===== src/rvPkg.sv =====
/*
  ISA-level widths and CSR addresses for an RV64 execute stage.
  Only the four machine-mode CSRs listed here are implemented,
  all other addresses read as zero.
*/
package rvPkg;

    // data and address words
    typedef logic [63:0] xlenT;

    // register index
    typedef logic [4:0] regAddrT;

    // csr address, taken from imm[11:0]
    typedef logic [11:0] csrAddrT;

    // wishbone byte lanes of a 64-bit bus
    typedef logic [7:0] byteSelT;

    // machine-mode csrs
    localparam csrAddrT CSR_MSCRATCH = 12'h340;
    localparam csrAddrT CSR_MEPC     = 12'h341;
    localparam csrAddrT CSR_MCAUSE   = 12'h342;
    localparam csrAddrT CSR_MTVEC    = 12'h305;

    // x0 included
    localparam int NUM_REGS = 32;

endpackage


===== src/exuCtrlPkg.sv =====
/*
  Decoded control encodings driven by the decoder into the execute stage,
  and the state encoding of the load/store unit.
  Word variants and mul/div are not encoded.
*/
package exuCtrlPkg;

    typedef enum logic [3:0] {
        ALU_ADD,
        ALU_SUB,
        ALU_AND,
        ALU_OR,
        ALU_XOR,
        ALU_SLL,
        ALU_SRL,
        ALU_SRA,
        ALU_SLT,
        ALU_SLTU
    } aluOpT;

    // second alu operand
    typedef enum logic [1:0] {
        SRCB_REG,
        SRCB_IMM,
        SRCB_FOUR
    } aluSrcBT;

    typedef enum logic [2:0] {
        BR_NONE,
        BR_JAL,
        BR_JALR,
        BR_BEQ,
        BR_BNE,
        BR_BLT,
        BR_BGE
    } branchT;

    // loads first, then stores
    typedef enum logic [3:0] {
        MEM_NONE,
        MEM_LB, MEM_LH, MEM_LW, MEM_LD,
        MEM_LBU, MEM_LHU, MEM_LWU,
        MEM_SB, MEM_SH, MEM_SW, MEM_SD
    } memOpT;

    typedef enum logic [1:0] {
        CSR_NONE,
        CSR_WRITE,
        CSR_SET,
        CSR_CLEAR
    } csrOpT;

    typedef enum logic {
        LSU_IDLE,
        LSU_BUSY
    } lsuStateT;

endpackage


===== src/nextPc.sv =====
/*
  Next-pc calculation. Branch conditions come from the ALU flags,
  so the decoder must select sub for beq/bne and slt for blt/bge.
  mret returns to mepc. Bit 0 is cleared by the caller.
*/
module nextPc import rvPkg::*, exuCtrlPkg::*; (
    input  branchT branch,
    input  logic   zero,
    input  logic   res0,
    input  xlenT   pc,
    input  xlenT   imm,
    input  xlenT   rs1Val,
    input  xlenT   mepc,
    input  logic   mret,
    output xlenT   target
);

    logic useRs1;
    logic useImm;
    xlenT base;
    xlenT offset;

    always_comb begin
        useRs1 = 1'b0;
        case (branch)
            BR_JAL:  useImm = 1'b1;
            BR_JALR: begin
                useRs1 = 1'b1;
                useImm = 1'b1;
            end
            BR_BEQ:  useImm = zero;
            BR_BNE:  useImm = ~zero;
            BR_BLT:  useImm = res0;
            BR_BGE:  useImm = ~res0;
            default: useImm = 1'b0;
        endcase
    end

    assign base   = useRs1 ? rs1Val : pc;
    assign offset = useImm ? imm : 64'd4;
    assign target = mret ? mepc : (base + offset);

endmodule


===== config.mk =====
export PLATFORM = sky130hd
export DESIGN_NAME = nextPc
export DESIGN_NICKNAME = d
export VERILOG_FILES = /design/src/rvPkg.sv /design/src/exuCtrlPkg.sv /design/src/nextPc.sv
export SDC_FILE = /design/constraint.sdc
export NUM_CORES = 1
export LEC_CHECK = 0
export BUFFER_PORTS_ARGS = -buffer_cell sky130_fd_sc_hd__buf_2
export CAP_MARGIN = 20
export CORE_AREA = 2 2 128 130
export DETAILED_ROUTE_END_ITERATION = 10
export DIE_AREA = 0 0 130 132
export GPL_TIMING_DRIVEN = 0
export PLACE_DENSITY = 0.79
export SLEW_MARGIN = 15
export SYNTH_ARGS = -nofsm -noshare
export SYNTH_HDL_FRONTEND = slang
export SYNTH_SLANG_ARGS = --single-unit

===== constraint.sdc =====
create_clock -name vclk -period 5.2
set_clock_uncertainty 0.05 [all_clocks]
set_input_delay 0.26 -clock vclk [all_inputs]
set_output_delay 0.26 -clock vclk [all_outputs]
set_load 0.02 [all_outputs]

# Word-level counts from Yosys, hierarchy flattened
# Cells that the tools add are included.
# word_totals
register_bits	0
input_bits	262
output_inout_bits	64
# op_classes
addsub	1
n_eq_ne	6
muxes	5
n_bitwise	2
reduce_logical	1
# op_table
cell	count
$mux 64	3
$add 64x64->64	1
$eq 3x3->1 const B	3
$eq 3x2->1 const B	2
$pmux 1 s5	1
$eq 3x1->1 const B	1
$not 1->1	2
$reduce_or 2->1	1
$mux 1	1

# Longest topological paths before layout
# Gate-level depths: netlist of run 1.
# logic_depth
depth_word	6
mapped_depth	18
mapped_depth_nobuf	17

# Worst setup path before layout of run 1
# OpenSTA, ideal clock, no wires.
# synth_path
kind	input port to output port
from	in branch[1]
to	out target[54]
arrival_time_ps	3986
setup_slack_ps	904
cell_stages	16
cell_sequence	inv_1 > nor3_1 > clkbuf_1 > clkbuf_1 > mux2_2 > ha_1 > buf_6 > a21o_1 > nor2_2 > nor3_1 > or4_4 > a21bo_1 > o21ai_2 > a21oi_2 > o21a_1 > o31ai_1
# synth_via
elab_chain_cells	6
# synth_lines
item	line	text
from (decl)	nextPc.sv:7	input branchT branch,
$eq 3x2->1 / $eq 3x1->1 (equally long branches)	nextPc.sv:25	case (branch)
$reduce_or 2->1 (no source line)	-	
$pmux 1 s5	nextPc.sv:25	
$mux 64	nextPc.sv:40	assign offset = useImm ? imm : 64'd4;
$add 64x64->64 *	nextPc.sv:41	assign target = mret ? mepc : (base + offset);
$mux 64 *	nextPc.sv:41	
to (decl)	nextPc.sv:15	output xlenT target
# Every way passes the cells marked *; elsewhere a longest branch is shown, timed or not.

# Worst setup path after layout of run 1
# layout_path
from	in branch[1]
to	out target[57]
# Same word-level chain as after synthesis.

==> Flow_metrics.wiki, run 1 <==
{| class="wikitable"
! Metric !! Value
|-
| Overall die height || 132 um
|-
| Leakage || roughly 3.8 nW
|-
| Post_cts resized || 3
|-
| Proportion of layout cells with a drive suffix above 1 || 0.3637
|-
| Number of DRC markers in iteration 0 || roughly 390
|-
| Final slew viol count || 0
|-
| Top-level I/O count || 326
|-
| Sort of element at the end of the critical path || output port
|-
| Total Nets Final || 1524
|-
| Final period utilization || 0.9502
|-
| Sequential cell area in the final layout || 0 um^2
|-
| Worst setup slack after layout || ~0.26 ns
|-
| Measured slew at the worst slew-check pin || roughly 0.70 ns
|-
| Portion of the post-synthesis area used by sequential elements || 0
|-
| Worst Hold Depth || 4
|-
| Post-Route Utilization || 0.4939
|-
| Worst slack, placed || -0.3195 ns
|-
| Worst hold slack || a little under 0.8 ns
|-
| Number of antenna-violating nets in the routed design || 0
|-
| Maximum clock frequency || ~200 MHz
|-
| Ys Warns || 0
|-
| Final setup violation count || 0
|-
| Class of the most critical setup path || in -> out
|-
| Worst supply voltage drop on vdd || 0.00007564 V
|-
| Worst Hold Class || in -> out
|-
| Total Routing Usage GR || 0.2458
|-
| Unrepaired setup endpoints after global routing || no
|-
| Drt total wl || about 23000 um
|-
| Starting density of the core || 0.3707
|-
| Average wire per cell in the routed design || ~16 um
|-
| Input/output buffers || ~330
|-
| Cell count after synthesis || a little under 900
|-
| Top-area cell type share of the netlist area || 0.1353
|-
| Estimated wirelength of the detail-placed design || about 20000 um
|-
| Series of cell instances along the critical path || buf_2, inv_1, nor3_1, clkbuf_2, clkbuf_2, mux2_2, ha_1, a21oi_1, o211ai_1, a211oi_1, a211oi_2, o21ai_2, a41oi_2, a2111o_1, a31oi_1, xor2_1, o21ai_1, buf_2
|-
| Routed via count divided by cell count || 5.377
|-
| Residual overflow from global routing || 0
|-
| Number of antenna violations at the first check in global routing || 2
|-
| Count of flip-flops and latches || 0
|-
| Number of different library cells in the post-synthesis netlist || 66
|-
| Die extent in x || 130 um
|-
| Std-Cell Core Area || between 15000 and 20000 um^2
|-
| CP max stage cell || sky130_fd_sc_hd__a2111o_1
|-
| Via count || around 7600
|-
| Clock period minus final worst setup slack || 4.941 ns
|-
| Sum Neg Setup Slack || 0 ns
|-
| Leading area contributor after synthesis || sky130_fd_sc_hd__ha_1
|-
| Top post-synthesis cells by area || sky130_fd_sc_hd__ha_1 (14%), sky130_fd_sc_hd__mux2_2 (13%), sky130_fd_sc_hd__a21oi_1 (7.7%)
|-
| Total die area || between 15000 and 20000 um^2
|-
| Cell with the most instances after synthesis || sky130_fd_sc_hd__nand2_1
|-
| Count of TritonRoute iterations in the first routing pass || 5
|-
| Average footprint of a synthesized cell || approximately 6.7 um^2
|-
| List of most frequent post-synthesis cells || sky130_fd_sc_hd__nand2_1 (116), sky130_fd_sc_hd__a21oi_1 (90), sky130_fd_sc_hd__o21ai_0 (90), sky130_fd_sc_hd__and2_1 (66), sky130_fd_sc_hd__mux2_2 (66)
|-
| MaxCap Viol Count || 0
|-
| Footprint of the multi-input gates || around 5500 um^2
|-
| Area growth, synth to finish || 33.23%
|-
| Worst EP arrival || roughly 4.6 ns
|-
| # clk buffers || 0
|-
| Result of the run || finished, final reports clean
|-
| Fill cell total of the finished layout || 1610
|-
| Via count of the first global-routing pass || between 7000 and 8000
|-
| Count of hold-fix buffers inserted at cts || 0
|-
| Number of design rule violations left after detail routing || 0
|-
| Worst EP required || 4.89 ns
|-
| Post-CTS setup-driven buffer insertion count || 0
|-
| Number of rows in the core area || 46
|-
| Post-synthesis instance area || slightly below 6000 um^2
|-
| Count of endpoints failing hold in the final timing report || 0
|-
| Maximum net fanout on the critical path || 10
|-
| Post-synth net total || ~1200
|-
| Pwr dens || between 150 and 200 nW/um^2
|-
| Final estimated routing congestion in global placement || roughly 0.93
|-
| Largest stage delay, worst path || 0.46 ns
|-
| Critical Path Source Type || input port
|-
| Largest net degree at the start of global routing || 11
|-
| First-pass GRT wire length || 34730 um
|-
| Max-slew headroom at the worst pin || 0.5321
|}
[final timing paths]
kind / start / endpoint
worst max-delay path: branch[1] / target[57]
worst min-delay path: mepc[47] / target[47]
[power by group]
group	switching (mW)	internal [mW]	total, mW
Combinational	0.708	0.497	1.21
Sequential	0	0	0
Clock	0	0.0000000257	0.0000000257
[cell type report]
type / count / area share
antenna: 1 / 0.0003225
buffer: 54 / 0.03886
multi-input combinational: 799 / 0.7067
inverter: 17 / 0.008223
tap: 216 / 0.03483
timing repair buffer: 326 / 0.2111
[layer usage]
layer / track usage / wire [um] / vias up
li1: - / - / 3820
met1: 0.3104 / 9977 / 3448
met2: 0.4482 / 11080 / 296
met3: 0.02435 / 1271 / 32
met4: 0.04779 / 448 / 2
met5: 0 / 11 / -
[stage by stage]
stage | power [mW] | area, um^2 | cells
2_1_floorplan | 0.8241 | 5824 | 870
3_3_place_gp | 1.173 | 7721 | 1411
3_5_place_dp | 1.184 | 7732 | 1412
4_1_cts | 1.192 | 7736 | 1412
6_report | 1.205 | 7760 | 1413
5_1_grt | 1.321 | 7760 | 1413
[worst max-delay path: cells and delay by family]
kind,cells,cell delay [ns]
AND/OR/NAND/NOR,1,0.15
XOR/XNOR,1,0.18
buffers and inverters,5,1.03
adder cells (fa/ha/maj),1,0.38
multiplexers,1,0.38
AO/OA/AOI/OAI,9,2.23
[cell families after synthesis]
kind of cell,after synthesis,synth area share
multiplexers,68,0.1310
buffers and inverters,71,0.06079
adder cells (fa/ha/maj),64,0.1388
AO/OA/AOI/OAI,304,0.3246
AND/OR/NAND/NOR,306,0.2591
XOR/XNOR,57,0.08571
[cells in the final DEF, fill, tap and decap left out, types with 3 or more instances in the layout]
master and count:
sky130_fd_sc_hd__nand4_1 21, sky130_fd_sc_hd__clkbuf_1 31, sky130_fd_sc_hd__and2_1 66, sky130_fd_sc_hd__inv_1 17, sky130_fd_sc_hd__nand3_1 8, sky130_fd_sc_hd__ha_1 63, sky130_fd_sc_hd__a21oi_1 88, sky130_fd_sc_hd__a211o_1 3
sky130_fd_sc_hd__clkbuf_2 7, sky130_fd_sc_hd__o31ai_1 10, sky130_fd_sc_hd__buf_6 7, sky130_fd_sc_hd__a21o_1 31, sky130_fd_sc_hd__a21oi_2 5, sky130_fd_sc_hd__xnor2_1 35, sky130_fd_sc_hd__nor3_1 13, sky130_fd_sc_hd__nor3b_1 3
sky130_fd_sc_hd__o21a_1 10, sky130_fd_sc_hd__clkbuf_8 3, sky130_fd_sc_hd__nor2b_1 6, sky130_fd_sc_hd__and3_1 9, sky130_fd_sc_hd__or3_1 4, sky130_fd_sc_hd__o21ai_1 8, sky130_fd_sc_hd__o21ai_0 89, sky130_fd_sc_hd__nor2_1 41
sky130_fd_sc_hd__o21bai_1 11, sky130_fd_sc_hd__nand2b_1 6, sky130_fd_sc_hd__o211ai_1 8, sky130_fd_sc_hd__xor2_1 22, sky130_fd_sc_hd__nor4_1 4, sky130_fd_sc_hd__nand2_1 116, sky130_fd_sc_hd__a31oi_1 9, sky130_fd_sc_hd__buf_2 329
sky130_fd_sc_hd__a211oi_1 6, sky130_fd_sc_hd__nor2_2 3, sky130_fd_sc_hd__mux2_2 66
Power figures use the tool's default switching activity.
==> run 2: changes to the inputs <==
--- a/config.mk
+++ b/config.mk
@@ -11,7 +11,7 @@
 export DETAILED_ROUTE_END_ITERATION = 10
 export DIE_AREA = 0 0 130 132
 export GPL_TIMING_DRIVEN = 0
-export PLACE_DENSITY = 0.79
+export PLACE_DENSITY = 0.81
 export SLEW_MARGIN = 15
 export SYNTH_ARGS = -nofsm -noshare
 export SYNTH_HDL_FRONTEND = slang
==> constraint.sdc (replaced) <==
create_clock -name vclk -period 4.4
set_clock_uncertainty 0.05 [all_clocks]
set_input_delay 0.22 -clock vclk [all_inputs]
set_output_delay 0.22 -clock vclk [all_outputs]
set_load 0.02 [all_outputs]
==> run 2 against run 1 <==
  * Largest power group unchanged
  * Core utilization increased by 7.8 points
  * Flip-flop and latch count unchanged
  * Worst setup slack got worse by 0.28 ns
  * Wire length increased by 14%
  * Global-route usage increased by 0.79 points
  * First-iteration DRC count increased by 49%
  * Critical path depth increased by 3
  * Sequential share of layout area unchanged
  * The run now ends with negative setup slack left
  * Combinational power increased by 40%
  * Largest cell class unchanged
==> Flow_metrics.wiki, run 2 (synthesized netlist as in run 1, its figures left out) <==
{| class="wikitable"
! Metric !! Value
|-
| Result of the run || complete, but fails checks
|-
| Violations in the final reports || negative setup slack
|-
| Leakage || approximately 4.2 nW
|-
| Worst hold slack || around 0.71 ns
|-
| Routed via count divided by cell count || about 5.6
|-
| Number of antenna violations at the first check in global routing || 1
|-
| Count of flip-flops and latches || 0
|-
| Fin cells || about 1500
|-
| Series of cell instances along the critical path || buf_4, inv_2, nor2_1, o31ai_2, a21oi_4, buf_4, buf_8, and2_1, ha_4, nand4_1, buf_4, nor4_4, a31oi_4, a211oi_4, o21ai_2, a41oi_2, a21o_1, nand4_1, and3_1, a211o_1, buf_2
|-
| Max-slew headroom at the worst pin || 0.4886
|-
| Maximum clock frequency || around 230 MHz
|-
| Worst setup slack after layout || -0.02489 ns
|-
| Most frequent standard cell in the layout excluding fill and tap cells || sky130_fd_sc_hd__buf_2
|-
| Fill cell total of the finished layout || roughly 1400
|-
| Most frequent cells in the layout || sky130_fd_sc_hd__buf_2 (321), sky130_fd_sc_hd__nand2_1 (107), sky130_fd_sc_hd__o21ai_0 (83), sky130_fd_sc_hd__and2_1 (63), sky130_fd_sc_hd__a21oi_1 (63)
|-
| Estimated wirelength of the detail-placed design || a little under 20000 um
|-
| First-pass GRT wire length || 35710 um
|-
| Via count || 8078
|-
| Number of DRC markers in iteration 0 || ~580
|-
| Maximum net fanout on the critical path || 10
|-
| Total Routing Usage GR || 0.2537
|-
| Average wire per cell in the routed design || 17.84 um
|-
| Total Nets Final || about 1600
|-
| Number of rows in the core area || between 40 and 50
|-
| Count of endpoints failing hold in the final timing report || 0
|-
| Unrepaired setup endpoints after global routing || yes
|-
| Final setup violation count || 1
|-
| Total power of the final layout || between 1.5 and 2 mW
|-
| Final period utilization || 1.006
|-
| Most repeated library cell on the critical path || sky130_fd_sc_hd__buf_4
|-
| Residual overflow from global routing || 0
|-
| Sort of element at the end of the critical path || output port
|-
| Clock period minus final worst setup slack || around 4.4 ns
|-
| Instance area after placement || approximately 7700 um^2
|-
| Die extent in x || 130 um
|-
| Worst supply voltage drop on vdd || between 0.0001 and 0.00015 V
|-
| Count of TritonRoute iterations in the first routing pass || 7
|-
| Std-Cell Core Area || between 15000 and 20000 um^2
|-
| Total die area || roughly 17000 um^2
|-
| Sequential cell area in the final layout || 0 um^2
|-
| Overall die height || around 130 um
|-
| Largest stage delay, worst path || about 0.34 ns
|-
| Starting density of the core || 0.3707
|-
| Post-Route Utilization || 0.5719
|-
| Area growth, synth to finish || 54.29%
|-
| Finished layout cell area || approximately 9000 um^2
|-
| Worst Hold Class || in -> out
|-
| MaxCap Viol Count || 0
|-
| Top-level I/O count || between 300 and 400
|-
| CP max stage cell || sky130_fd_sc_hd__a211oi_4
|-
| Largest net degree at the start of global routing || 12
|-
| Sum Neg Setup Slack || -0.02489 ns
|-
| Number of cells in the design after placement || roughly 1400
|-
| Class of the most critical setup path || in -> out
|-
| Pwr dens || about 190 nW/um^2
|-
| Worst slack, placed || -1.204 ns
|-
| Number of design rule violations left after detail routing || 0
|-
| Input/output buffers || around 330
|-
| Via count of the first global-routing pass || between 7000 and 8000
|-
| Drt total wl || about 26000 um
|-
| Measured slew at the worst slew-check pin || 0.7671 ns
|-
| Number of antenna-violating nets in the routed design || 0
|-
| Final estimated routing congestion in global placement || 0.9128
|-
| Proportion of layout cells with a drive suffix above 1 || 0.4660
|-
| # clk buffers || 0
|-
| Critical Path Source Type || input port
|-
| Worst EP required || between 4 and 5 ns
|-
| Final slew viol count || 0
|-
| Worst EP arrival || 4.15 ns
|}
run 2: cell count changes in the layout (fill, tap and decap cells not counted), moves of 7 or more:
cell                       delta
sky130_fd_sc_hd__ha_4        +19
sky130_fd_sc_hd__buf_4       +45
sky130_fd_sc_hd__buf_6        +7
sky130_fd_sc_hd__ha_1        -25
sky130_fd_sc_hd__buf_2        -8
sky130_fd_sc_hd__a21oi_4     +12
sky130_fd_sc_hd__nand2_2      +8
sky130_fd_sc_hd__nand2_1      -9
sky130_fd_sc_hd__a21oi_2     +13
sky130_fd_sc_hd__a21oi_1     -25
sky130_fd_sc_hd__clkbuf_1    -10
run 2: per-layer routing:
| layer | global-route usage | wire length, um | vias up |
|---|---|---|---|
| met5 | 0 | 0 | - |
| met4 | 0.04480 | 544 | 0 |
| met3 | 0.03084 | 1765 | 50 |
| met2 | 0.4610 | 13020 | 410 |
| met1 | 0.3202 | 10600 | 3721 |
| li1 | - | - | 3897 |
run 2: final timing paths:
path                  start          to  depth (start not counted)
setup / recovery  branch[2]  target[61]                         21
hold / removal     mepc[58]  target[58]                          4
run 2: layout make-up:
cell class | instances | area (um^2) | share of cell area
multi-input combinational | 799 | 6187 | 0.6885
inverter | 17 | 63.81 | 0.007101
timing repair buffer | 375 | 2103 | 0.2341
antenna | 1 | 2.502 | 0.0002785
tap | 216 | 270.3 | 0.03008
buffer | 45 | 359.1 | 0.03996
run 2: worst max-delay path, delay by kind of cell:
family	cells	cell delay, ns
adder cells (fa/ha/maj)	1	0.32
buffers and inverters	6	0.84
AND/OR/NAND/NOR	6	1.11
AO/OA/AOI/OAI	8	1.65
run 2: what timing repair did:
item / in CTS / in global routing
endpoints found under the setup margin: 48 / 28
hold buffers: 0 / 0
gates cloned: 0 / 3
resized for setup: 61 / 150
pin swaps: 15 / 43
setup buffers: 14 / 33
run 2: power breakdown:
group	internal [mW]	switching, mW
registers	0	0
logic	0.739	0.957
clock network	0.0000000304	0
